[src/rtl/core_pkg.sv]
// shared widths and constants for the core glue logic
// bridge region code, hsync delay and counter type
// controller key word union, raw and per-button views

package core_pkg;

  ////////////////////////////////////////
  // widths
  ////////////////////////////////////////

  // bridge address and data words
  localparam int bridge_w = 32;

  // packed colour, r in the top byte
  localparam int rgb_w = 24;

  // controller key bitmap from the host
  localparam int key_w = 16;

  // nes joypad shift register byte
  localparam int nes_btn_w = 8;

  ////////////////////////////////////////
  // bridge
  ////////////////////////////////////////

  // top address byte of the command region
  localparam logic [7:0] bridge_region_cmd = 8'hF8;

  // download flag position in the status word
  localparam int status_dl_bit = 8;

  ////////////////////////////////////////
  // video
  ////////////////////////////////////////

  // hsync countdown counter
  typedef logic [2:0] hs_count_t;

  // reload value on an hsync rising edge
  // keeps hsync clear of the vsync pulse
  localparam hs_count_t hs_delay_cycles = 3'd7;

  ////////////////////////////////////////
  // controller key word
  ////////////////////////////////////////

  // first field is the msb, dpad_up lands on bit 0
  typedef struct packed {
    logic face_start;
    logic face_select;
    logic trig_r3;
    logic trig_l3;
    logic trig_r2;
    logic trig_l2;
    logic trig_r1;
    logic trig_l1;
    logic face_y;
    logic face_x;
    logic face_b;
    logic face_a;
    logic dpad_right;
    logic dpad_left;
    logic dpad_down;
    logic dpad_up;
  } pocket_key_s;

  // same 16 bits, raw bitmap or named buttons
  typedef union packed {
    logic [key_w-1:0] raw;
    pocket_key_s      btn;
  } pocket_key_u;

endpackage

[src/rtl/nes_video_if.sv]
// raw video from the emulator: blanks, syncs and colour
// source side is the top level, sink side the shaper

`timescale 1ns/1ps

interface nes_video_if;

  // blank levels, high outside the active area
  logic                     h_blank;
  logic                     v_blank;

  // sync levels straight from the ppu
  logic                     hs;
  logic                     vs;

  // packed colour, r g b from msb
  logic [core_pkg::rgb_w-1:0] rgb;

  // driver side
  modport source (output h_blank, v_blank, hs, vs, rgb);

  // consumer side
  modport sink (input h_blank, v_blank, hs, vs, rgb);

endinterface

[src/rtl/video_sync_shaper.sv]
// video conditioning for the scaler
// data enable from blanks, colour gated while blanked
// vsync rising edge to one-cycle pulse, hsync pulse delayed

`timescale 1ns/1ps

module video_sync_shaper (
  input  logic                       clk_74a,
  input  logic                       reset,
  nes_video_if.sink                  vid_in,
  output logic                       video_de,
  output logic                       video_hs,
  output logic                       video_vs,
  output logic [core_pkg::rgb_w-1:0] video_rgb
);

  ////////////////////////////////////////
  // edge detect
  ////////////////////////////////////////

  // previous sync samples
  logic hs_prev;
  logic vs_prev;

  // active pixel this cycle
  logic de_next;

  // rising edges seen on this sample
  logic hs_rise;
  logic vs_rise;

  // hsync delay countdown
  core_pkg::hs_count_t hs_count;

  assign de_next = ~(vid_in.h_blank | vid_in.v_blank);
  assign hs_rise = vid_in.hs & ~hs_prev;
  assign vs_rise = vid_in.vs & ~vs_prev;

  always_ff @(posedge clk_74a) begin
    if (reset) begin
      // low so a sync already high counts as an edge
      hs_prev <= 1'b0;
      vs_prev <= 1'b0;
    end else begin
      hs_prev <= vid_in.hs;
      vs_prev <= vid_in.vs;
    end
  end

  ////////////////////////////////////////
  // data enable and colour
  ////////////////////////////////////////

  always_ff @(posedge clk_74a) begin
    if (reset) begin
      video_de  <= 1'b0;
      video_rgb <= '0;
    end else begin
      video_de  <= de_next;
      // black outside the active area
      video_rgb <= de_next ? vid_in.rgb : '0;
    end
  end

  ////////////////////////////////////////
  // sync pulses
  ////////////////////////////////////////

  always_ff @(posedge clk_74a) begin
    if (reset) begin
      hs_count <= '0;
      video_hs <= 1'b0;
      video_vs <= 1'b0;
    end else begin
      // one cycle, right after the rising edge
      video_vs <= vs_rise;

      // fires on the last count, seven edges after the load
      video_hs <= (hs_count == core_pkg::hs_count_t'(1));

      // new edge restarts the countdown
      if (hs_rise) begin
        hs_count <= core_pkg::hs_delay_cycles;
      end else if (hs_count != '0) begin
        hs_count <= hs_count - 1'b1;
      end
    end
  end

endmodule

[src/rtl/core_bridge_regs.sv]
// configuration and status block beside the video path
// download level from the data-slot strobes
// controller 1 key remap into the nes button byte
// bridge read mux with the command region status word

`timescale 1ns/1ps

module core_bridge_regs (
  input  logic                           clk_74a,
  input  logic                           reset,
  input  logic                           dataslot_requestwrite,
  input  logic                           dataslot_allcomplete,
  input  logic [core_pkg::key_w-1:0]     cont1_key,
  input  logic [core_pkg::bridge_w-1:0]  bridge_addr,
  input  logic                           bridge_rd,
  output logic                           ioctl_download,
  output logic [core_pkg::nes_btn_w-1:0] nes_buttons,
  output logic [core_pkg::bridge_w-1:0]  bridge_rd_data
);

  ////////////////////////////////////////
  // download flag
  ////////////////////////////////////////

  // requestwrite wins over allcomplete
  always_ff @(posedge clk_74a) begin
    if (reset) begin
      ioctl_download <= 1'b0;
    end else if (dataslot_requestwrite) begin
      ioctl_download <= 1'b1;
    end else if (dataslot_allcomplete) begin
      ioctl_download <= 1'b0;
    end
  end

  ////////////////////////////////////////
  // button remap
  ////////////////////////////////////////

  core_pkg::pocket_key_u            key;
  logic [core_pkg::nes_btn_w-1:0]   btn_next;

  assign key.raw = cont1_key;

  // nes order, a b select start up down left right from bit 0
  assign btn_next = {key.btn.dpad_right, key.btn.dpad_left,
                     key.btn.dpad_down,  key.btn.dpad_up,
                     key.btn.face_start, key.btn.face_select,
                     key.btn.face_b,     key.btn.face_a};

  always_ff @(posedge clk_74a) begin
    if (reset) begin
      nes_buttons <= '0;
    end else begin
      nes_buttons <= btn_next;
    end
  end

  ////////////////////////////////////////
  // bridge read mux
  ////////////////////////////////////////

  logic [core_pkg::bridge_w-1:0] status_word;
  logic                          cmd_hit;

  // buttons low, download flag above, rest zero
  always_comb begin
    status_word = '0;
    status_word[core_pkg::nes_btn_w-1:0] = nes_buttons;
    status_word[core_pkg::status_dl_bit] = ioctl_download;
  end

  // region picked by the top address byte
  assign cmd_hit = (bridge_addr[core_pkg::bridge_w-1 -: $bits(core_pkg::bridge_region_cmd)]
                    == core_pkg::bridge_region_cmd);

  // holds between reads, unknown regions read as zero
  always_ff @(posedge clk_74a) begin
    if (reset) begin
      bridge_rd_data <= '0;
    end else if (bridge_rd) begin
      bridge_rd_data <= cmd_hit ? status_word : '0;
    end
  end

endmodule

[src/rtl/core_top.sv]
// board-facing glue for the nes core
// raw emulator video through the shaper to the scaler
// bridge status registers and controller remap beside it
// everything on clk_74a, one pixel per clock

`timescale 1ns/1ps

module core_top (
  input  logic                           clk_74a,
  input  logic                           reset,

  // raw video from the emulator
  input  logic                           nes_h_blank,
  input  logic                           nes_v_blank,
  input  logic                           nes_hs,
  input  logic                           nes_vs,
  input  logic [core_pkg::rgb_w-1:0]     nes_rgb,

  // controller 1 key bitmap
  input  logic [core_pkg::key_w-1:0]     cont1_key,

  // data-slot strobes from the command handler
  input  logic                           dataslot_requestwrite,
  input  logic                           dataslot_allcomplete,

  // bridge read side
  input  logic [core_pkg::bridge_w-1:0]  bridge_addr,
  input  logic                           bridge_rd,

  // video to the scaler
  output logic                           video_de,
  output logic                           video_hs,
  output logic                           video_vs,
  output logic [core_pkg::rgb_w-1:0]     video_rgb,

  // status and controls toward the emulator
  output logic                           ioctl_download,
  output logic [core_pkg::nes_btn_w-1:0] nes_buttons,
  output logic [core_pkg::bridge_w-1:0]  bridge_rd_data
);

  ////////////////////////////////////////
  // video path
  ////////////////////////////////////////

  nes_video_if u_vid ();

  // source side, fed straight from the pins
  assign u_vid.h_blank = nes_h_blank;
  assign u_vid.v_blank = nes_v_blank;
  assign u_vid.hs      = nes_hs;
  assign u_vid.vs      = nes_vs;
  assign u_vid.rgb     = nes_rgb;

  video_sync_shaper u_video (
    .clk_74a   (clk_74a),
    .reset     (reset),
    .vid_in    (u_vid.sink),
    .video_de  (video_de),
    .video_hs  (video_hs),
    .video_vs  (video_vs),
    .video_rgb (video_rgb)
  );

  ////////////////////////////////////////
  // status registers
  ////////////////////////////////////////

  core_bridge_regs u_regs (
    .clk_74a               (clk_74a),
    .reset                 (reset),
    .dataslot_requestwrite (dataslot_requestwrite),
    .dataslot_allcomplete  (dataslot_allcomplete),
    .cont1_key             (cont1_key),
    .bridge_addr           (bridge_addr),
    .bridge_rd             (bridge_rd),
    .ioctl_download        (ioctl_download),
    .nes_buttons           (nes_buttons),
    .bridge_rd_data        (bridge_rd_data)
  );

endmodule

[config.mk]
export PLATFORM = sky130hd
export DESIGN_NAME = core_top
export DESIGN_NICKNAME = d
export VERILOG_FILES = /design/src/rtl/core_pkg.sv /design/src/rtl/nes_video_if.sv /design/src/rtl/video_sync_shaper.sv /design/src/rtl/core_bridge_regs.sv /design/src/rtl/core_top.sv
export SDC_FILE = /design/constraint.sdc
export NUM_CORES = 1
export LEC_CHECK = 0
export BUFFER_PORTS_ARGS = -buffer_cell sky130_fd_sc_hd__buf_2
export CORE_MARGIN = 2
export CORE_UTILIZATION = 38
export DETAILED_ROUTE_END_ITERATION = 10
export GPL_ROUTABILITY_DRIVEN = 1
export GPL_TIMING_DRIVEN = 0
export PLACE_DENSITY = 0.85
export SLEW_MARGIN = 25
export SYNTH_ARGS = -nofsm -noshare
export SYNTH_HDL_FRONTEND = slang
export SYNTH_SLANG_ARGS = --single-unit
export TNS_END_PERCENT = 5
[constraint.sdc]
create_clock -name clk_74a -period 1.95 [get_ports clk_74a]
set_input_delay 0.585 -clock clk_74a [delete_from_list [all_inputs] [get_ports clk_74a]]
set_output_delay 0.585 -clock clk_74a [all_outputs]
set_load 0.02 [all_outputs]
==> summary.txt, run 1 <==
Pwr
  – Peak VDD IR: 317 uV
  – Power Density: 797 nW/um^2
  – Pleak: between 0.001 and 0.0015 uW

CTS
  – CTS Buffer Depth: 2
  – Worst-path clk slew: 0.08 ns
  – Clock root cell: clkbuf_8
  – Post_cts resized: 0
  – Post-CTS Hold Buffers: 0
  – Skew-Pair Late Insertion Delay: approximately 0.28 ns
  – Post-CTS Setup Inserts: 0
  – H-tree Lvls: 2
  – CTS tree: yes
  – Clk sinks: 50
  – Total CTS buffers: 5

Synthesis
  – Mapped Cells: 165
  – Seq/Total Area, Yosys: 0.550
  – Ys Warns: 0
  – Seq cells post-synth: 50
  – Avg Inst Size Synth: 11.0 um^2
  – Largest family of logic cells by synthesized area: simple AND/OR/NAND/NOR gates
  – Asr flop ratio synth: 0
  – Simple-gate share of the synthesized area: 0.213
  – Multiplexer share of the synthesized area: 0.0117
  – Xor-xnor portion of the synthesized cell area: 0.00481
  – Synth Flop Type: dfxtp_1
  – Mapped cell area: ~1800 um^2
  – EDFF count, synth: 0
  – Compound-Gate Fraction of Synth Area: 0.0777
  – Synth cell types: 25
  – Post-Synth Adder-Cell Area: 0.0206

Timing
  – RSZ-0062 raised after global routing: no
  – Final Skew: 0.00193 ns
  – Final TNS setup: 0 ns
  – Worst slew pin tran: approximately 0.55 ns
  – Worst hold slack: 0.390 ns
  – Max Clock Freq: 693 MHz
  – Setup violators final: 0
  – Final Hold Vio Count: 0
  – Period utilization: 0.740
  – Crit path time final: between 1 and 1.5 ns
  – Slew margin rel.: 0.634
  – Slew Viols, Final: 0

Flow run
  – Max-Cap Viols: 0

Routing
  – Via count: around 1400
  – DRT Wirelength: roughly 3600 um
  – Antenna Violating Nets Remaining: 0
  – Routed WL per cell: 10.5 um
  – Vias per cell: approximately 4
  – Met3 WL: 189 um
  – First-pass DRT Iterations: 4
  – Post-route DRC: 0
  – Iteration-0 DRC Markers: 32
  – Wire length on met2: 1950 um
  – Post-Route M1 WL: ~1400 um
  – Max Used Layer: met4

Worst setup path
  – Critical-path cell list: buf_2 > nand2b_1 > or4_4 > buf_6 > o31ai_2
  – Crit Path Max Fanout: 9
  – Startpoint Class: input pin
  – CP required: 2.16 ns
  – Worst path bufs/invs: 2
  – Slowest CP cell: or4_4
  – Worst setup EP type: flip-flop
  – Cell family with the largest share of critical-path delay: simple AND/OR/NAND/NOR gates
  – Arrival @ worst endpoint: 1.65 ns
  – Worst stage delay on the critical path: 0.47 ns
  – WS Path Type: in2reg

Final layout
  – Fin nets: 371
  – Area of the multi-input gates: 683 um^2
  – Final Cell Area: between 2000 and 3000 um^2
  – Fillers: 437
  – FF/Latch Area: 1000 um^2
  – Most common cell after layout, fill and taps aside: buf_2
  – Commonest non-fill, non-tap cells in the layout: buf_2, dfxtp_1, and2_1, buf_4, conb_1
  – Layout cell share with drive strength beyond 1: 0.507
  – Area grow syn2layout: 39.9%
  – Antenna cells: 0

Global route
  – GRT Util Overall: 0.128
  – Vias in the first global route: 1269
  – Initial antenna violation count: 0
  – Grt ovf: 0
  – Largest net degree at the start of global routing: 15
  – First-pass GRT wire length: 5400 um

Floorplanning
  – Chip width: around 73 um
  – FP Rows: 25
  – Core area: roughly 4700 um^2
  – Initial Utilization: 0.391
  – I/O pin cnt: roughly 150
  – Die area: 5360 um^2
  – Height of the die: 73.2 um

Hold path
  – Hold Path Class: reg2reg

Run status
  – Status: finished clean

Placement
  – Placed cell areas: approximately 2400 um^2
  – # port buffers: 93
  – Dpl hpwl: approximately 2900 um
  – GPL Wtd Cong: 0.712
==> path summary, 6_finish.rpt <==
check / start / end / slack (ns) / cells after the start
max: bridge_addr[26] / u_regs.bridge_rd_data[1] / 0.51 / 5
min: u_video.vs_prev / u_video.video_vs / 0.39 / 1
max reg2reg: u_video.hs_count[0] / u_video.hs_count[1] / 0.60 / 5
min reg2reg: u_video.vs_prev / u_video.video_vs / 0.39 / 1
==> where the power goes <==
part / internal, uW / switching [uW] / leakage (uW)
clock: 358 / 304 / 0.0000575
combinational: 132 / 160 / 0.000865
sequential: 1060 / 16.5 / 0.000409
total: 1550 / 480 / 0.00133
==> cells by family (layout without fill, tap and decap cells) <==
logic type / Yosys count / in the layout
fa+ha+maj: 3 / 3
simple gates: 62 / 62
mux: 2 / 2
flops: 50 / 50
buf+inv: 33 / 134
xor+xnor: 1 / 1
other cells: 1 / 23
compound gates: 13 / 13
==> cell usage after synthesis, drive strengths merged, types with 2 or more instances <==
cell type / count / share of area
nand2b: 3 / 0.010
nor2: 2 / 0.0041
inv: 3 / 0.0062
or3b: 9 / 0.043
a21oi: 4 / 0.011
nand2: 9 / 0.019
clkbuf: 4 / 0.0082
buf: 26 / 0.11
ha: 3 / 0.021
dfxtp: 50 / 0.55
o31ai: 9 / 0.067
nor2b: 11 / 0.038
and2: 24 / 0.082
==> metrics by stage <==
step | cells | util | power [uW] | setup slack (ns)
detailed placement | 334 | 0.523 | 1390 | 0.203
global placement | 334 | 0.523 | 1380 | 0.222
floorplan | 187 | - | 1300 | 0.349
finish | 342 | 0.546 | 2030 | 0.508
global route | 342 | 0.546 | 2130 | 0.401
CTS | 342 | 0.546 | 2060 | 0.511
==> state kept, by name, summed over array words and instances (netlist names) <==
register / flops
u_video.hs_prev: 1
u_video.vs_prev: 1
u_video.video_vs: 1
u_video.hs_count: 3
u_video.video_rgb: 24
u_video.video_hs: 1
u_video.video_de: 1
u_regs.bridge_rd_data: 9
u_regs.nes_buttons: 8
u_regs.ioctl_download: 1
==> metal layers <==
metal	global-route usage	vias to the layer above
met2	0.233	45
met1	0.138	617
met4	0.0494	0
met5	0	-
met3	0.0345	8
li1	-	728
==> cell type report <==
class,count,area share
inverter,3,0.00442
tap,54,0.0265
sequential,50,0.393
timing repair buffer,93,0.183
multi-input combinational,104,0.268
buffer,30,0.0816
clock buffer,8,0.0432
Power figures use the tool's default switching activity.
==> run 2: changes to the inputs <==
CORE_UTILIZATION = 34   (was 38)
PLACE_DENSITY = 0.81   (was 0.85)
clock period = 1.2 ns   (was 1.95 ns; I/O delays follow)
==> summary.txt, run 2 (synthesis gave the netlist of run 1 again) <==
Worst setup path
  – Critical-path cell list: buf_2 > nand2b_4 > or4_4 > buf_8 > o31ai_2
  – Reg2Reg Depth: 5
  – Critical Path Start: bridge_addr[26]
  – Reg-to-reg startpoint: u_video.hs_count[0]
  – Worst path bufs/invs: 2
  – Arrival @ worst endpoint: between 1 and 1.5 ns
  – Cell family with the largest share of critical-path delay: simple AND/OR/NAND/NOR gates
  – Slowest CP cell: or4_4
  – Startpoint Class: input pin
  – CP required: 1.42 ns
  – Crit Path Max Fanout: 9
  – Worst stage delay on the critical path: 0.51 ns
  – Worst setup EP type: flip-flop
  – WS Path Type: in2reg
  – R2R setup slack: roughly 0.070 ns
  – Reg-to-Reg End: u_video.hs_count[1]

Timing
  – Period utilization: 1.00
  – Slew margin rel.: 0.654
  – Final Skew: just under 0.005 ns
  – Final TNS setup: -0.00487 ns
  – Setup ws final: -0.00376 ns
  – Final Hold Vio Count: 0
  – Setup violators final: 2
  – Worst slew pin tran: 0.519 ns
  – Max Clock Freq: 831 MHz
  – Slew Viols, Final: 0
  – Crit path time final: 1.20 ns
  – Worst hold slack: 0.258 ns
  – RSZ-0062 raised after global routing: yes

Final layout
  – Largest registers: u_video.video_rgb (24), u_regs.bridge_rd_data (9), u_regs.nes_buttons (8)
  – Commonest non-fill, non-tap cells in the layout: buf_2, dfxtp_1, buf_4, and2_1, conb_1
  – Biggest register: u_video.video_rgb
  – Fin nets: 371
  – Fillers: 500
  – Area grow syn2layout: 46.7%
  – Layout cell share with drive strength beyond 1: 0.549
  – Final Cell Area: 2670 um^2
  – Max reg flops: 24
  – Most common cell after layout, fill and taps aside: buf_2
  – Fin cells: 358
  – Antenna cells: 0

CTS
  – Post-CTS Setup Inserts: 0
  – Post-CTS Hold Buffers: 0
  – Clock root cell: clkbuf_8
  – Total CTS buffers: 5
  – CTS tree: yes
  – Worst-path clk slew: around 0.090 ns
  – H-tree Lvls: 2
  – CTS Buffer Depth: 2
  – Skew-Pair Late Insertion Delay: 0.30 ns
  – Clk sinks: 50

Flow run
  – Max-Cap Viols: 0

Global route
  – Grt ovf: 0
  – First-pass GRT wire length: 5800 um
  – Initial antenna violation count: 0
  – Vias in the first global route: 1245
  – GRT Util Overall: 0.125
  – Largest net degree at the start of global routing: 16

Hold path
  – Hold_sp: nes_rgb[16]
  – Worst Hold Path Cells: 2
  – Hold Path End: u_video.video_rgb[16]
  – Hold Path Class: in2reg

Floorplanning
  – Core area: 5140 um^2
  – FP Rows: 26
  – Height of the die: between 70 and 80 um
  – Initial Utilization: 0.354
  – Chip width: 77.2 um
  – Die area: 5960 um^2
  – I/O pin cnt: 149

Pwr
  – Peak VDD IR: 936 uV
  – Switch share: 0.229
  – Flop pwr share: 0.472
  – Power Density: 1390 nW/um^2
  – Pleak: 0.00137 uW
  – Combinational share of power: 0.144
  – Power Internal: 2870 uW
  – NetSw: around 850 uW
  – Final Total Pwr: around 3700 uW
  – Clk pwr share: 0.385

Routing
  – Post-route DRC: 0
  – Iteration-0 DRC Markers: 28
  – Routed WL per cell: around 11 um
  – DRT Wirelength: ~3800 um
  – First-pass DRT Iterations: 4
  – Antenna Violating Nets Remaining: 0
  – Via count: 1411
  – Vias per cell: 3.94

Placement
  – Placed cell areas: 2470 um^2
  – Dpl hpwl: 2980 um
  – # port buffers: 93
  – GPL Wtd Cong: 0.675
  – Post-placement cell count: 350

Run status
  – Status: complete, but fails checks
  – Failing checks: setup timing
==> run 2: cell types whose count changed in the layout (fill, tap and decap cells not counted), sizes merged <==
cell,change
clkbuf,-2
bufinv,+2
==> run 2: metal layers <==
| layer | vias to the layer above | GRT usage | part of all wire | wire [um] |
|---|---|---|---|---|
| met3 | 5 | 0.0388 | 0.077 | 292 |
| met2 | 62 | 0.215 | 0.50 | 1880 |
| met5 | - | 0 | 0 | 0 |
| met4 | 0 | 0.0429 | 0.015 | 55 |
| met1 | 618 | 0.146 | 0.41 | 1560 |
| li1 | 726 | - | - | - |
==> run 2: how the worst max path moves through the flow <==
stage / to / slack, ns / cells past startpoint
after floorplan: u_regs.bridge_rd_data[0] / -0.17 / 4
after global placement: u_video.video_rgb[10] / -0.41 / 4
after detailed placement: u_video.video_rgb[9] / -0.44 / 4
after CTS: u_regs.bridge_rd_data[2] / -0.005 / 5
after global routing: u_regs.bridge_rd_data[4] / -0.04 / 5
final: u_regs.bridge_rd_data[2] / -0.004 / 5
==> run 2: cell type report <==
type                    count  area (um^2)  area share
plain buffers              30          215      0.0806
clock buffers               6         82.6      0.0309
clock inverters             2         60.1      0.0225
inverters                   3         11.3     0.00422
multi-input cells         104          723       0.271
flip-flops and latches     50         1000       0.376
well taps                  70         87.6      0.0328
repair buffers             93          488       0.183
==> run 2: stage by stage <==
| stage | setup WS, ns | util |
|---|---|---|
| detailed placement | -0.435 | 0.480 |
| global placement | -0.413 | 0.480 |
| global route | -0.0369 | 0.520 |
| floorplan | -0.170 | - |
| finish | -0.00376 | 0.520 |
| CTS | -0.00505 | 0.512 |
==> run 2: power by group through the flow <==
stage          Clock [uW]  Sequential, uW  Combinational (uW)
2_1_floorplan           0            1840                 267
3_3_place_gp            0            1790                 466
3_5_place_dp            0            1790                 479
4_1_cts              1460            1750                 515
5_1_grt              1530            1760                 579
6_report             1430            1750                 534
==> run 2: timing repair <==
action                     4_1_cts  5_1_grt
pin swaps                        0        1
setup endpoints to repair       22       35
gates resized for setup          6       19
==> run 3: changes to the inputs <==
CORE_MARGIN = 3   (was 2)
==> summary.txt, run 3 (synthesis gave the netlist of run 1 again) <==
Timing
  – Worst slew pin tran: around 0.54 ns
  – Period utilization: 0.985
  – RSZ-0062 raised after global routing: no
  – Final Hold Vio Count: 0
  – Slew Viols, Final: 0
  – Setup violators final: 0
  – Max Clock Freq: about 850 MHz
  – Slew margin rel.: 0.643
  – Crit path time final: 1.18 ns
  – Final Skew: 0.00773 ns

Hold path
  – Hold Path End: u_video.video_rgb[20]
  – Worst Hold Path Cells: 2
  – Hold Path Class: in2reg
  – Hold_sp: nes_rgb[20]

Worst setup path
  – Startpoint Class: input pin
  – Slowest CP cell: or4_4
  – R2R setup slack: 0.06 ns
  – Worst setup EP type: flip-flop
  – Crit Path Max Fanout: 9
  – Critical-path cell list: buf_2 > nand2b_4 > or4_4 > buf_8 > o31ai_2
  – WS Path Type: in2reg
  – Stages on worst setup path: 5
  – Worst path bufs/invs: 2
  – Critical Path Start: bridge_addr[26]
  – Reg-to-Reg End: u_video.hs_count[1]
  – Reg2Reg Depth: 5
  – Reg-to-reg startpoint: u_video.hs_count[0]
  – CP required: approximately 1.4 ns
  – Arrival @ worst endpoint: 1.39 ns
  – Worst stage delay on the critical path: 0.48 ns
  – Cell family with the largest share of critical-path delay: simple AND/OR/NAND/NOR gates

Final layout
  – Fin nets: 373
  – Commonest non-fill, non-tap cells in the layout: buf_2, dfxtp_1, buf_4, and2_1, conb_1
  – Area grow syn2layout: 46.4%
  – Biggest register: u_video.video_rgb
  – Max reg flops: 24
  – Antenna cells: 0
  – Most common cell after layout, fill and taps aside: buf_2
  – Core Util, Final: 0.519
  – Largest registers: u_video.video_rgb (24), u_regs.bridge_rd_data (9), u_regs.nes_buttons (8)
  – Layout cell share with drive strength beyond 1: 0.548

CTS
  – H-tree Lvls: 2
  – CTS tree: yes
  – Worst-path clk slew: 0.09 ns
  – Skew-Pair Late Insertion Delay: about 0.29 ns
  – CTS Buffer Depth: 2
  – Clk sinks: 50
  – Total CTS buffers: 5
  – Clock root cell: clkbuf_8

Floorplanning
  – I/O pin cnt: 149
  – Core area: around 5000 um^2
  – FP Rows: 26
  – Die area: 6270 um^2
  – Height of the die: 79.2 um
  – Initial Utilization: 0.354
  – Chip width: 79.2 um

Pwr
  – Switch share: 0.246
  – Flop pwr share: 0.505
  – Pleak: between 0.001 and 0.0015 uW
  – Final Total Pwr: 3470 uW
  – Power Internal: about 2600 uW
  – Power Density: 1300 nW/um^2
  – Peak VDD IR: 724 uV
  – NetSw: 854 uW
  – Combinational share of power: 0.160
  – Clk pwr share: 0.335

Routing
  – Vias per cell: 3.80
  – Via count: 1368
  – Post-route DRC: 0
  – Iteration-0 DRC Markers: 22
  – First-pass DRT Iterations: 4
  – Routed WL per cell: 10.8 um
  – DRT Wirelength: 3880 um
  – Antenna Violating Nets Remaining: 0

Placement
  – # port buffers: 93
  – GPL Wtd Cong: roughly 0.65

Flow run
  – Max-Cap Viols: 0

Global route
  – Initial antenna violation count: 0
  – Grt ovf: 0
  – First-pass GRT wire length: 5910 um
  – GRT Util Overall: 0.119
  – Vias in the first global route: 1336
  – Largest net degree at the start of global routing: 17

Run status
  – Status: finished clean
-- run 3: worst max path at each step --
stage	to
final	u_regs.bridge_rd_data[2]
after global routing	u_regs.bridge_rd_data[2]
after CTS	u_video.hs_count[1]
after detailed placement	u_video.video_rgb[12]
after global placement	u_regs.bridge_rd_data[2]
after floorplan	u_regs.bridge_rd_data[0]
-- run 3: what timing repair did --
item / CTS / global route
gates resized for setup: 5 / 20
cloned: 0 / 0
pin swaps: 1 / 1
endpoints found under the setup margin: 13 / 18
setup buffers: 2 / 0
hold buffers: 0 / 0
-- run 3: stage by stage --
step / hold slack, ns / cell area (um^2) / worst slack [ns] / setup TNS, ns / cells
6_report: 0.255 / 2670 / 0.0178 / 0 / 360
5_1_grt: 0.238 / 2670 / 0.00107 / 0 / 360
4_1_cts: 0.241 / 2610 / 0.00333 / 0 / 360
3_5_place_dp: 0.373 / 2470 / -0.376 / -10.49 / 350
3_3_place_gp: 0.373 / 2470 / -0.293 / -8.59 / 350
2_1_floorplan: 0.367 / 1910 / -0.170 / -1.54 / 187
-- run 3: final cells by class --
type	instances	area (um^2)
Clock buffer	5	68.8
Inverter	3	11.3
Multi-Input combinational cell	104	723
Buffer	30	213
Clock inverter	3	45.0
Tap cell	70	87.6
Fill cell	515	2470
Sequential cell	50	1010
Timing Repair Buffer	95	510
-- run 3: power groups by stage --
| stage | clock network (uW) | logic [uW] | registers [uW] |
|---|---|---|---|
| 6_report | 1160 | 555 | 1750 |
| 3_3_place_gp | 0 | 464 | 1790 |
| 4_1_cts | 1210 | 508 | 1750 |
| 5_1_grt | 1270 | 608 | 1760 |
| 3_5_place_dp | 0 | 475 | 1790 |
| 2_1_floorplan | 0 | 267 | 1840 |
-- run 3: worst register-to-register path: cells and delay by family (launching register included) --
family | cells | cell delay (ns)
AOI/OAI and AO/OA | 1 | 0.13
and+or+nand+nor | 1 | 0.06
muxes | 1 | 0.30
adders and majority gates | 1 | 0.16
DFF | 1 | 0.33
buffers and inverters | 1 | 0.10
-- run 3: per-layer routing --
layer | GRT usage | share of wire | vias up
li1 | - | - | 730
met1 | 0.124 | 0.38 | 589
met2 | 0.230 | 0.55 | 47
met3 | 0.0340 | 0.059 | 2
met4 | 0.0361 | 0.0077 | 0
met5 | 0 | 0 | -
